===== config.mk =====
export PLATFORM = sky130hd
export DESIGN_NAME = rn_rename_top
export DESIGN_NICKNAME = d
export VERILOG_FILES = /design/src/source/rn_cfg_pkg.sv /design/src/source/rn_types_pkg.sv /design/src/source/rn_lane_if.sv /design/src/source/rn_free_list.sv /design/src/source/rn_rat.sv /design/src/source/rn_lane.sv /design/src/source/rn_dispatch_reg.sv /design/src/source/rn_rename_top.sv
export SDC_FILE = /design/constraint.sdc
export NUM_CORES = 2
export LEC_CHECK = 0
export ABC_CLOCK_PERIOD_IN_PS = 3800
export BUFFER_PORTS_ARGS = -buffer_cell sky130_fd_sc_hd__buf_2
export CELL_PAD_IN_SITES_DETAIL_PLACEMENT = 1
export CELL_PAD_IN_SITES_GLOBAL_PLACEMENT = 1
export CORE_UTILIZATION = 46
export DETAILED_ROUTE_END_ITERATION = 8
export GPL_TIMING_DRIVEN = 0
export PLACE_DENSITY = 0.86
export SYNTH_ARGS = -nofsm -noshare
export SYNTH_HDL_FRONTEND = slang
export SYNTH_SLANG_ARGS = --single-unit
export TNS_END_PERCENT = 30

===== constraint.sdc =====
create_clock -name clk -period 3.8 [get_ports clk]
set_input_delay 0 -clock clk [delete_from_list [all_inputs] [get_ports clk]]
set_output_delay 0 -clock clk [all_outputs]
set_load 0.02 [all_outputs]

===== src/source/rn_cfg_pkg.sv =====
// Geometry is fixed at two lanes and two commits; free list depth must be a power of two
package rn_cfg_pkg;

   // Logical register file
   localparam int LRF_AW = 5;
   localparam int N_LRF = 32;

   // Physical register file
   localparam int PRF_AW = 6;
   localparam int N_PRF = 64;

   // Lanes renamed per group
   localparam int IW = 2;
   // Commit slots per cycle
   localparam int CW = 2;

   // Registers outside the reset mapping, all free after reset
   localparam int FL_DEPTH = N_PRF - N_LRF;

   // One bit above the index tells a full list from an empty one
   localparam int FL_PTR_W = 6;

endpackage


===== src/source/rn_types_pkg.sv =====
// Record layouts between rename blocks; field order fixes the packed bit layout
package rn_types_pkg;

   // One commit slot, pfree is the mapping lrd held before this instruction
   typedef struct packed {
      logic                          fire;
      logic                          prd_we;
      logic [rn_cfg_pkg::LRF_AW-1:0] lrd;
      logic [rn_cfg_pkg::PRF_AW-1:0] prd;
      logic [rn_cfg_pkg::PRF_AW-1:0] pfree;
   } rn_cmt_t;

   // One renamed lane as handed to dispatch
   typedef struct packed {
      logic [rn_cfg_pkg::PRF_AW-1:0] prs1;
      logic [rn_cfg_pkg::PRF_AW-1:0] prs2;
      logic [rn_cfg_pkg::PRF_AW-1:0] prd;
      logic [rn_cfg_pkg::PRF_AW-1:0] pfree;
      logic                          has_rd;
   } rn_out_t;

endpackage


===== src/source/rn_lane_if.sv =====
// All lane fields are combinational within the rename cycle; nothing here is registered
`timescale 1ns/1ps

interface rn_lane_if;

   // Architectural fields of the incoming instruction
   logic [rn_cfg_pkg::LRF_AW-1:0] lrs1;
   logic [rn_cfg_pkg::LRF_AW-1:0] lrs2;
   logic [rn_cfg_pkg::LRF_AW-1:0] lrd;
   logic                          lrd_we;

   // Speculative table lookups before any bypass
   logic [rn_cfg_pkg::PRF_AW-1:0] tab_prs1;
   logic [rn_cfg_pkg::PRF_AW-1:0] tab_prs2;
   logic [rn_cfg_pkg::PRF_AW-1:0] tab_pfree;

   // Free list entry offered to this lane
   logic [rn_cfg_pkg::PRF_AW-1:0] new_prd;

   rn_types_pkg::rn_out_t         result;

   modport tbl   (input lrs1, lrs2, lrd, lrd_we, new_prd,
                  output tab_prs1, tab_prs2, tab_pfree);
   modport alloc (input lrd_we, output new_prd);
   modport lane  (input lrs1, lrs2, lrd, lrd_we, tab_prs1, tab_prs2, tab_pfree, new_prd,
                  output result);
   modport disp  (input result);

endinterface


===== src/source/rn_free_list.sv =====
// Commits must arrive in allocation order or the committed head drifts from the real state
`timescale 1ns/1ps

module rn_free_list
(
   input  logic                                      clk,
   input  logic                                      rst_n,
   input  logic                                      fire,
   input  logic                                      rollback,
   input  rn_types_pkg::rn_cmt_t [rn_cfg_pkg::CW-1:0] cmt,
   rn_lane_if.alloc                                  lanes [rn_cfg_pkg::IW],
   output logic                                      fl_ok
);

   localparam int PW = rn_cfg_pkg::PRF_AW;
   localparam int QW = rn_cfg_pkg::FL_PTR_W;
   localparam int AW = QW - 1;

   logic [PW-1:0]             fl_mem [rn_cfg_pkg::FL_DEPTH];
   logic [QW-1:0]             spec_head;
   logic [QW-1:0]             cmt_head;
   logic [QW-1:0]             tail;
   logic [QW-1:0]             fl_cnt;
   // Running offsets from the head for lanes and from the tail for commits
   logic [QW-1:0]             alloc_off [rn_cfg_pkg::IW+1];
   logic [QW-1:0]             push_off [rn_cfg_pkg::CW+1];
   logic [QW-1:0]             rd_ptr [rn_cfg_pkg::IW];
   logic [QW-1:0]             wr_ptr [rn_cfg_pkg::CW];
   logic [rn_cfg_pkg::CW-1:0] push;

   genvar g;

   assign fl_cnt = tail - spec_head;
   assign alloc_off[0] = '0;
   assign push_off[0] = '0;

   generate
      for (g = 0; g < rn_cfg_pkg::IW; g++)
      begin : gen_alloc
         // Only writing lanes consume an entry
         assign alloc_off[g+1] = alloc_off[g] + QW'(lanes[g].lrd_we);
         assign rd_ptr[g] = spec_head + alloc_off[g];
         assign lanes[g].new_prd = fl_mem[rd_ptr[g][AW-1:0]];
      end

      for (g = 0; g < rn_cfg_pkg::CW; g++)
      begin : gen_push
         assign push[g] = cmt[g].fire & cmt[g].prd_we;
         assign push_off[g+1] = push_off[g] + QW'(push[g]);
         assign wr_ptr[g] = tail + push_off[g];
      end
   endgenerate

   assign fl_ok = fl_cnt >= alloc_off[rn_cfg_pkg::IW];

   // Pointers
   always_ff @(posedge clk)
   begin
      if (!rst_n)
      begin
         spec_head <= '0;
         cmt_head <= '0;
         tail <= QW'(rn_cfg_pkg::FL_DEPTH);
      end
      else
      begin
         if (rollback)
            spec_head <= cmt_head;
         else if (fire)
            spec_head <= spec_head + alloc_off[rn_cfg_pkg::IW];
         // Each committed destination retires one entry and returns one
         cmt_head <= cmt_head + push_off[rn_cfg_pkg::CW];
         tail <= tail + push_off[rn_cfg_pkg::CW];
      end
   end

   // Entries, loaded with the registers above the identity mapping
   always_ff @(posedge clk)
   begin
      if (!rst_n)
      begin
         for (int i = 0; i < rn_cfg_pkg::FL_DEPTH; i++)
            fl_mem[i] <= PW'(rn_cfg_pkg::N_LRF + i);
      end
      else
      begin
         for (int c = 0; c < rn_cfg_pkg::CW; c++)
         begin
            if (push[c])
               fl_mem[wr_ptr[c][AW-1:0]] <= cmt[c].pfree;
         end
      end
   end

   // A commit stream that frees more than was allocated would overrun the list
   assert property (@(posedge clk) disable iff (!rst_n)
      fl_cnt <= QW'(rn_cfg_pkg::FL_DEPTH))
      else $error("free list count %0d above depth", fl_cnt);

endmodule


===== src/source/rn_rat.sv =====
// Lookups see the table before this edge's writes; the ROB must drain before a rollback
`timescale 1ns/1ps

module rn_rat
(
   input  logic                                      clk,
   input  logic                                      rst_n,
   input  logic                                      fire,
   input  logic                                      rollback,
   input  rn_types_pkg::rn_cmt_t [rn_cfg_pkg::CW-1:0] cmt,
   rn_lane_if.tbl                                    lanes [rn_cfg_pkg::IW]
);

   localparam int LW = rn_cfg_pkg::LRF_AW;
   localparam int PW = rn_cfg_pkg::PRF_AW;

   logic [PW-1:0]             spec_tab [rn_cfg_pkg::N_LRF];
   logic [PW-1:0]             arch_tab [rn_cfg_pkg::N_LRF];
   logic [rn_cfg_pkg::IW-1:0] wr_en;
   logic [LW-1:0]             wr_lr [rn_cfg_pkg::IW];
   logic [PW-1:0]             wr_pr [rn_cfg_pkg::IW];
   logic [rn_cfg_pkg::CW-1:0] cmt_fire;

   genvar g;

   generate
      for (g = 0; g < rn_cfg_pkg::IW; g++)
      begin : gen_lane
         assign lanes[g].tab_prs1 = spec_tab[lanes[g].lrs1];
         assign lanes[g].tab_prs2 = spec_tab[lanes[g].lrs2];
         assign lanes[g].tab_pfree = spec_tab[lanes[g].lrd];
         assign wr_en[g] = fire & lanes[g].lrd_we;
         assign wr_lr[g] = lanes[g].lrd;
         assign wr_pr[g] = lanes[g].new_prd;
      end

      for (g = 0; g < rn_cfg_pkg::CW; g++)
      begin : gen_cmt
         assign cmt_fire[g] = cmt[g].fire;
      end
   endgenerate

   always_ff @(posedge clk)
   begin
      if (!rst_n)
      begin
         // Identity mapping
         for (int i = 0; i < rn_cfg_pkg::N_LRF; i++)
         begin
            spec_tab[i] <= PW'(i);
            arch_tab[i] <= PW'(i);
         end
      end
      else
      begin
         if (rollback)
            spec_tab <= arch_tab;
         else
         begin
            // Later lane wins on the same lrd
            for (int i = 0; i < rn_cfg_pkg::IW; i++)
            begin
               if (wr_en[i])
                  spec_tab[wr_lr[i]] <= wr_pr[i];
            end
         end
         // Slots are in program order so slot 1 overrides slot 0
         for (int c = 0; c < rn_cfg_pkg::CW; c++)
         begin
            if (cmt[c].fire && cmt[c].prd_we)
               arch_tab[cmt[c].lrd] <= cmt[c].prd;
         end
      end
   end

   // Copying the committed table is only exact when no commit lands in the same cycle
   assert property (@(posedge clk) disable iff (!rst_n)
      rollback |-> cmt_fire == '0)
      else $error("rollback together with commit %b", cmt_fire);

endmodule


===== src/source/rn_lane.sv =====
// older carries the whole group and only entries below LANE are read; LANE must be below IW
`timescale 1ns/1ps

module rn_lane
#(
   parameter int LANE = 0
)
(
   rn_lane_if.lane lane,
   rn_lane_if.lane older [rn_cfg_pkg::IW]
);

   localparam int PW = rn_cfg_pkg::PRF_AW;

   // Select chains, entry k holds the choice after looking at older lanes below k
   logic [PW-1:0] prs1_c [LANE+1];
   logic [PW-1:0] prs2_c [LANE+1];
   logic [PW-1:0] pfree_c [LANE+1];

   genvar k;

   assign prs1_c[0] = lane.tab_prs1;
   assign prs2_c[0] = lane.tab_prs2;
   assign pfree_c[0] = lane.tab_pfree;

   generate
      for (k = 0; k < LANE; k++)
      begin : gen_byp
         // A younger older writer overrides everything before it
         assign prs1_c[k+1] = (older[k].lrd_we && older[k].lrd == lane.lrs1) ?
                              older[k].new_prd : prs1_c[k];
         assign prs2_c[k+1] = (older[k].lrd_we && older[k].lrd == lane.lrs2) ?
                              older[k].new_prd : prs2_c[k];
         // WAW in the group frees the older lane's fresh register
         assign pfree_c[k+1] = (older[k].lrd_we && older[k].lrd == lane.lrd) ?
                               older[k].new_prd : pfree_c[k];
      end
   endgenerate

   always_comb
   begin
      lane.result.prs1 = prs1_c[LANE];
      lane.result.prs2 = prs2_c[LANE];
      lane.result.has_rd = lane.lrd_we;
      // No destination, nothing allocated or freed
      lane.result.prd = lane.lrd_we ? lane.new_prd : '0;
      lane.result.pfree = lane.lrd_we ? pfree_c[LANE] : '0;
   end

endmodule


===== src/source/rn_dispatch_reg.sv =====
// One-entry output stage; in_ready depends combinationally on the group's destination count
`timescale 1ns/1ps

module rn_dispatch_reg
(
   input  logic                                      clk,
   input  logic                                      rst_n,
   input  logic                                      in_valid,
   input  logic                                      fl_ok,
   input  logic                                      rollback,
   rn_lane_if.disp                                   lanes [rn_cfg_pkg::IW],
   input  logic                                      out_ready,
   output logic                                      in_ready,
   output logic                                      fire,
   output logic                                      out_valid,
   output rn_types_pkg::rn_out_t [rn_cfg_pkg::IW-1:0] out_lanes
);

   logic                                      run_q;
   logic                                      slot_free;
   rn_types_pkg::rn_out_t [rn_cfg_pkg::IW-1:0] res;

   genvar g;

   generate
      for (g = 0; g < rn_cfg_pkg::IW; g++)
      begin : gen_res
         assign res[g] = lanes[g].result;
      end
   endgenerate

   // Output slot drains this cycle or is already empty
   assign slot_free = !out_valid || out_ready;
   assign in_ready = run_q && fl_ok && slot_free && !rollback;
   assign fire = in_valid && in_ready;

   always_ff @(posedge clk)
   begin
      if (!rst_n)
      begin
         run_q <= 1'b0;
         out_valid <= 1'b0;
      end
      else
      begin
         run_q <= 1'b1;
         if (rollback)
            out_valid <= 1'b0;
         else if (fire)
            out_valid <= 1'b1;
         else if (out_ready)
            out_valid <= 1'b0;
      end
   end

   always_ff @(posedge clk)
   begin
      if (fire)
         out_lanes <= res;
   end

   assert property (@(posedge clk) disable iff (!rst_n)
      out_valid && !out_ready |=> $stable(out_lanes))
      else $error("out_lanes changed under back-pressure");

endmodule


===== src/source/rn_rename_top.sv =====
// Commits use slot 0 before slot 1 and in program order; rollback only with no commit
`timescale 1ns/1ps

module rn_rename_top
(
   input  logic                                                   clk,
   input  logic                                                   rst_n,
   input  logic                                                   in_valid,
   input  logic [rn_cfg_pkg::IW-1:0][rn_cfg_pkg::LRF_AW-1:0]      in_lrs1,
   input  logic [rn_cfg_pkg::IW-1:0][rn_cfg_pkg::LRF_AW-1:0]      in_lrs2,
   input  logic [rn_cfg_pkg::IW-1:0][rn_cfg_pkg::LRF_AW-1:0]      in_lrd,
   input  logic [rn_cfg_pkg::IW-1:0]                              in_lrd_we,
   output logic                                                   in_ready,
   input  logic [rn_cfg_pkg::CW-1:0]                              cmt_fire,
   input  logic [rn_cfg_pkg::CW-1:0]                              cmt_prd_we,
   input  logic [rn_cfg_pkg::CW-1:0][rn_cfg_pkg::LRF_AW-1:0]      cmt_lrd,
   input  logic [rn_cfg_pkg::CW-1:0][rn_cfg_pkg::PRF_AW-1:0]      cmt_prd,
   input  logic [rn_cfg_pkg::CW-1:0][rn_cfg_pkg::PRF_AW-1:0]      cmt_pfree,
   input  logic                                                   rollback,
   output logic                                                   out_valid,
   output rn_types_pkg::rn_out_t [rn_cfg_pkg::IW-1:0]             out_lanes,
   input  logic                                                   out_ready
);

   rn_types_pkg::rn_cmt_t [rn_cfg_pkg::CW-1:0] cmt;
   logic                                      fire;
   logic                                      fl_ok;

   rn_lane_if lif [rn_cfg_pkg::IW] ();

   genvar g;

   generate
      for (g = 0; g < rn_cfg_pkg::CW; g++)
      begin : gen_cmt
         assign cmt[g] = '{fire: cmt_fire[g], prd_we: cmt_prd_we[g], lrd: cmt_lrd[g],
                           prd: cmt_prd[g], pfree: cmt_pfree[g]};
      end

      for (g = 0; g < rn_cfg_pkg::IW; g++)
      begin : gen_lane
         assign lif[g].lrs1 = in_lrs1[g];
         assign lif[g].lrs2 = in_lrs2[g];
         assign lif[g].lrd = in_lrd[g];
         assign lif[g].lrd_we = in_lrd_we[g];

         rn_lane #(.LANE(g)) u_lane (.lane(lif[g]), .older(lif));
      end
   endgenerate

   rn_rat u_rat
   (
      .clk      (clk),
      .rst_n    (rst_n),
      .fire     (fire),
      .rollback (rollback),
      .cmt      (cmt),
      .lanes    (lif)
   );

   rn_free_list u_free_list
   (
      .clk      (clk),
      .rst_n    (rst_n),
      .fire     (fire),
      .rollback (rollback),
      .cmt      (cmt),
      .lanes    (lif),
      .fl_ok    (fl_ok)
   );

   rn_dispatch_reg u_dispatch_reg
   (
      .clk       (clk),
      .rst_n     (rst_n),
      .in_valid  (in_valid),
      .fl_ok     (fl_ok),
      .rollback  (rollback),
      .lanes     (lif),
      .out_ready (out_ready),
      .in_ready  (in_ready),
      .fire      (fire),
      .out_valid (out_valid),
      .out_lanes (out_lanes)
   );

endmodule


### Yosys cells after proc, flatten, opt, wreduce, memory -nomap -nowiden

Memories as Yosys holds them, arrays and structs flattened. A register that Yosys moved wholly into a read port is not among the register bits.
Cells that the tools add are included.

* register bits: 454
* RAM bits: 192
* input bits: 75
* output and inout port bits: 52
* logic and storage cells: 199
* memories kept: 1

* add/sub/neg operators: 8
* $lt $le $gt $ge: 13
* equality and inequality tests: 3
* muxes and demuxes: 61
* bitwise logic cells: 13
* reduce and logical (&&, ||, !) cells: 21

Memory list
* u_free_list.fl_mem: words 32, width 6, read ports 2, clocked after Yosys merged registers in 1, write ports 32, line rn_free_list.sv:19 `logic [PW-1:0] fl_mem [rn_cfg_pkg::FL_DEPTH];`

Operator list (number)
* 192-bit two-way mux: 8
* 192-bit bitwise mux: 4
* 6-bit binary-select mux with 5-bit select: 6
* 6-bit two-way mux: 23
* 6-bit demux with 5-bit select: 4
* 6-bit greater-or-equal comparator (second input constant): 8
* 5-bit NOT with 6-bit output: 8
* 6-bit by 1-bit less-than comparator with 1-bit output (second input constant): 4
* 5-bit two-way mux: 4
* 5-bit == test: 3
* 1-bit logical AND: 13
* 6-bit by 2-bit adder with 6-bit output: 2
* 1-bit two-way mux: 12
* 6-bit OR reduction: 2
* 5-bit by 1-bit adder with 5-bit output: 2
* 6-bit adder: 1
* 6-bit greater-or-equal comparator: 1
* 6-bit subtractor: 1
* 1-bit by 1-bit adder with 2-bit output: 2
* 1-bit AND: 4
* 2-bit nonzero test: 2
* 1-bit zero test: 2
* 2-bit OR reduction: 1
* 1-bit logical OR: 1
* 1-bit NOT: 1

### Longest topological paths before layout

* word-level depth: 13
* depth in mapped cells: 16
* depth with buffers taken out: 12

### Least setup slack after synthesis

No wires, ideal clock.

* path kind: flip-flop to flip-flop
* start: reg u_free_list.tail[0]
* end: reg, netlist name u_dispatch_reg.out_lanes[0]
* library setup time: 404 ps
* arrival time: 3431 ps
* data required time: 3396 ps
* path slack: -35 ps
* cell stages (with the launch flop): 14
* path buffers: 3
* clock period less this slack: 3835 ps
* path through: dfxtp_1 > inv_1 > ha_1 > inv_1 > fa_1 > ha_1 > a211oi_1 > and3_1 > buf_4 > nand2_1 > buf_2 > buf_2 > nand3_1 > inv_1

* longest elaborated chain between the ends: 6

RTL lines
* start, declared: line rn_free_list.sv:22 `logic [QW-1:0] tail;`
* start signal, assigned: line rn_free_list.sv:63 `tail <= QW'(rn_cfg_pkg::FL_DEPTH);`
* start signal, assigned: line rn_free_list.sv:73 `tail <= tail + push_off[rn_cfg_pkg::CW];`
* 6-bit subtractor: line rn_free_list.sv:33 `assign fl_cnt = tail - spec_head;`
* 6-bit greater-or-equal comparator: line rn_free_list.sv:54 `assign fl_ok = fl_cnt >= alloc_off[rn_cfg_pkg::IW];`
* 1-bit logical AND (3 in a row): line rn_dispatch_reg.sv:34 `assign in_ready = run_q && fl_ok && slot_free && !rollback;`
* 1-bit logical AND: line rn_dispatch_reg.sv:35 `assign fire = in_valid && in_ready;`
* named net fire: line rn_rename_top.sv:26 `logic fire;`

The timed path passes the listed nets, and every way through them passes these cells.
A chain may end at the register's enable or synchronous reset.

### Worst setup path after layout

* start: reg u_free_list.spec_head[0]
* end: reg u_rat.spec_tab[29] in the netlist's numbering

* longest elaborated chain between the ends: 13
* elaborated cells between the ends (all ways): 16
* classes of those cells: add/sub (2); order compare (1); mux (6); bitwise (2); reduce/logical (4); memory (1)

RTL lines
* start, declared: line rn_free_list.sv:20 `logic [QW-1:0] spec_head;`
* start signal, assigned: line rn_free_list.sv:68 `spec_head <= cmt_head;`
* start signal, assigned: line rn_free_list.sv:70 `spec_head <= spec_head + alloc_off[rn_cfg_pkg::IW];`
* 6-bit subtractor: line rn_free_list.sv:33
* 6-bit greater-or-equal comparator: line rn_free_list.sv:54
* 1-bit logical AND (3 in a row): line rn_dispatch_reg.sv:34
* 1-bit logical AND: line rn_dispatch_reg.sv:35
* 1-bit AND: line rn_rat.sv:32 `assign wr_en[g] = fire & lanes[g].lrd_we;`
* 192-bit two-way mux: line rn_rat.sv:63 `if (wr_en[i])`
* 192-bit two-way mux: line rn_rat.sv:56 `if (rollback)`
* 192-bit two-way mux: line rn_rat.sv:45 `if (!rst_n)`
* 192-bit bitwise mux: line rn_rat.sv:64 `spec_tab[wr_lr[i]] <= wr_pr[i];`
* 192-bit two-way mux (*): line rn_rat.sv:63
* 192-bit two-way mux (*): line rn_rat.sv:56
* end signal, assigned by index: line rn_rat.sv:50 `spec_tab[i] <= PW'(i);`
* end signal, assigned: line rn_rat.sv:57 `spec_tab <= arch_tab;`
* end signal, assigned by index: line rn_rat.sv:64
* end, declared: line rn_rat.sv:17 `logic [PW-1:0] spec_tab [rn_cfg_pkg::N_LRF];`

Mark *: on every way between the ends. The rest lies on a longest branch, timed or not. The select of a mux whose other input is x is not followed.

==> flow_metrics.env <==
export IMPL_r2r_setup_slack_ns=-0.23
export IMPL_grt_antenna_before_repair=17
export IMPL_regArea_um2=15500
export IMPL_reg2reg_to="u_rat.spec_tab[29]"
export IMPL_fin_crit_sh_pct=106
export IMPL_crit_chain="ha_1, ha_2, clkbuf_4, buf_4, mux4_2, mux2i_1, o22a_1, nand4_1, o221ai_1, a21oi_1"
export IMPL_end_kind="flip-flop"
export IMPL_fmax_ghz=0.248
export IMPL_insertion_delay_ns=0.72
export IMPL_min_period_ns=4.03
export IMPL_grt_usage_pct=46.6
export IMPL_violations="setup timing"
export IMPL_num_io_pins=127
export IMPL_cp_arrival_ns=4.57
export IMPL_worst_setup_path_start_kind="flip-flop"
export IMPL_place_hpwl_um=173000
export IMPL_placed_area_um2=46200
export IMPL_power_density_nw_per_um2=379
export IMPL_synth_most_common_cell="nand2_1"
export IMPL_max_cap_viol_count=0
export IMPL_synth_cell_types=79
export IMPL_cts_tree="built"
export IMPL_pre_cts_slack_ns=-1.64
export IMPL_netlist_area_um2=44100
export IMPL_drive_gt1_share_pct=19.9
export IMPL_fill_cells=10424
export IMPL_synth_area_leaders="mux4_2 (21%), dfxtp_1 (19%), edfxtp_1 (16%)"
export IMPL_drc=0
export IMPL_syn_num_nets=4383
export IMPL_setup_slack_ns=-0.227
export IMPL_syn_avg_cell_area_um2=10.3
export IMPL_vias_per_cell=7.68
export IMPL_whs_path_depth=5
export IMPL_required_ns=4.34
export IMPL_ys_seq_area_share_pct=35.1
export IMPL_synth_top_cells_by_count="nand2_1 (439), mux2i_1 (431), mux4_2 (414), dfxtp_1 (409), nor2_1 (404)"
export IMPL_first_pass_iters=9
export IMPL_clk_pin_slew_ns=0.06
export IMPL_grt_max_degree=14
export IMPL_max_vdd_ir_drop_uv=316
export IMPL_path_buf_inv=2
export IMPL_cts_root_buf="clkbuf_16"
export IMPL_startpoint="u_free_list.spec_head[0]"
export IMPL_ys_flop_type="dfxtp_1"
export IMPL_slew_violations=0
export IMPL_placementRows=113
export IMPL_io_buffers=108
export IMPL_crit_slowest_cell="o221ai_1"
export IMPL_min_from="cmt_lrd[7]"
export IMPL_async_flop_share_pct=0
export IMPL_crit_fanout=10
export IMPL_yosys_warnings=0
export IMPL_cts_max_level=3
export IMPL_hold_end="u_rat.arch_tab[133]"
export IMPL_start_util_pct=46.4
export IMPL_die_w_um=312
export IMPL_hp_class="primary input to flip-flop"
export IMPL_syn_inst=4285
export IMPL_tns_ns=-3.67
export IMPL_drt_initial_drc_count=8512
export IMPL_grt_pass1_vias=43448
export IMPL_totalWireLength_um=233000
export IMPL_avgRoutedWirePerCell_um=39.6
export IMPL_fin_area_um2=50200
export IMPL_nets=4638
export IMPL_die_y_um=312
export IMPL_areaGrowthSynthToFinish_pct=13.9
export IMPL_cp_top_family="compound AO/OA/AOI/OAI gates"
export IMPL_leakage_uw=0.0160
export IMPL_worst_pin_slew_ns=1.45
export IMPL_max_slew_margin_pct=3.54
export IMPL_core_area_um2=95000
export IMPL_fin_skew_ns=0.0675
export IMPL_postRouteAntennaNets=0
export IMPL_ys_ff_latch=651
export IMPL_hold_viol=0
export IMPL_synth_edf_count=242
export IMPL_synth_top_area_share_pct=21.2
export IMPL_grt_first_pass_wirelength_um=322000
export IMPL_rsz0062_at_grt="yes"
export IMPL_reg2regPathDepth=10
export IMPL_status="finished, violations left"
export IMPL_die_area_um2=97000
export IMPL_setup_violations_final=56
export IMPL_multi_input_area_um2=27400
export IMPL_critPathKind="flip-flop to flip-flop"
export IMPL_crit_path_max_incr_delay_ns=0.67
export IMPL_clock_path_buffers=3
export IMPL_synth_top_cell_by_area="mux4_2"
export IMPL_cts_buffers=76
export IMPL_grt_overflow=0
export IMPL_reg2reg_from="u_free_list.spec_head[0]"
export IMPL_num_vias=45141
export IMPL_cts_sinks=651
export IMPL_gp_congestion=1.13
-- power by group --
group	total [µW]	switching (µW)	leakage, µW	internal (µW)
combinational	3810	2670	0.00940	1150
clock	7580	3410	0.00122	4170
sequential	7640	257	0.00538	7380
total	19000	6330	0.0160	12700
-- kinds of logic after synthesis --
group           after synthesis  share of synthesized area (%)
buf+inv                     466                           4.49
mux                         863                           31.4
fa+ha+maj                    23                          0.721
flops                       651                           35.1
compound gates              986                           14.9
xor+xnor                     30                          0.613
simple gates               1266                           12.8
-- how the worst max path moves through the flow --
stage / depth (start not counted) / slack (ns) / to
4_1_cts: 15 / -0.07 / u_rat.spec_tab[3]
3_3_place_gp: 13 / -1.45 / u_dispatch_reg.out_lanes[19]
2_1_floorplan: 13 / 0.05 / u_dispatch_reg.out_lanes[0]
3_5_place_dp: 13 / -1.64 / u_dispatch_reg.out_lanes[1]
6_report: 10 / -0.23 / u_rat.spec_tab[29]
5_1_grt: 10 / -0.17 / u_rat.spec_tab[29]
-- metal layers --
metal | vias to the layer above | part of all wire [%] | global-route usage (%)
met4 | 20 | 7.6 | 28.3
met1 | 22138 | 34 | 59.5
li1 | 17109 | - | -
met5 | - | 0.099 | 0.692
met3 | 1143 | 19 | 22.8
met2 | 4731 | 39 | 62.7
-- state kept, by name, summed over array words and instances (netlist names), named ones only --
signal                    cells
u_free_list.fl_mem          192
u_rat.arch_tab              192
u_rat.spec_tab              192
u_dispatch_reg.out_lanes     50
u_free_list.cmt_head          6
u_free_list.spec_head         6
u_free_list.tail              6
u_dispatch_reg.out_valid      1
u_dispatch_reg.run_q          1
-- cell type report --
type | count | share of cell area (%)
Clock inverter | 36 | 0.641
Tap cell | 1265 | 3.15
Sequential cell | 651 | 30.8
Timing Repair Buffer | 176 | 2.41
Inverter | 33 | 0.262
Multi-Input combinational cell | 3168 | 54.6
Antenna cell | 9 | 0.0449
Timing Repair inverter | 3 | 0.0449
Clock buffer | 103 | 4.32
Buffer | 431 | 3.75
-- tightest hold or removal path: stages --
cell and delay, ns:
buf_2 0.19, nor3b_1 0.13, nand2_1 0.12, nor2_1 0.05, a211oi_1 0.19
-- per-stage QoR --
stage          hold slack [ns]  total power (µW)  std cells  utilization (%)
2_1_floorplan           0.0277              9630       4285                -
3_3_place_gp             0.284             11000       5658             48.6
3_5_place_dp             0.285             11100       5660             48.7
4_1_cts                0.00245             18500       5866             52.3
5_1_grt                 0.0795             19100       5867             52.8
6_report                0.0381             19000       5875             52.8
-- layout by cell type (no fill, tap or decap), types with 19 or more instances in the layout --
master and instances:
and2_1 33, nor3_1 79, o21ai_1 28, a31oi_1 32, nand2_1 437, o21ai_0 273, nand3_1 143, a22oi_1 29
buf_1 34, xnor2_1 19, a21oi_1 211, mux4_2 414, buf_2 169, buf_4 28, a221oi_1 27, nor2b_1 26
nor2_1 404, a211oi_1 125, o221ai_1 20, dlygate4sd3_1 52, a32oi_1 34, edfxtp_1 242, o32ai_1 40, clkbuf_16 79
a32oi_2 20, mux2i_1 430, dfxtp_1 408, and3_1 30, inv_1 25, clkbuf_1 314
-- timing repair --
action                     in CTS  in global routing
gates resized for setup        53                 78
hold buffers                   52                  0
setup endpoints to repair     258                199
cloned                          3                  0
hold endpoints to repair       92                  0
pin swaps                       4                  5
buffers inserted               13                  1
Power figures use the tool's default switching activity.
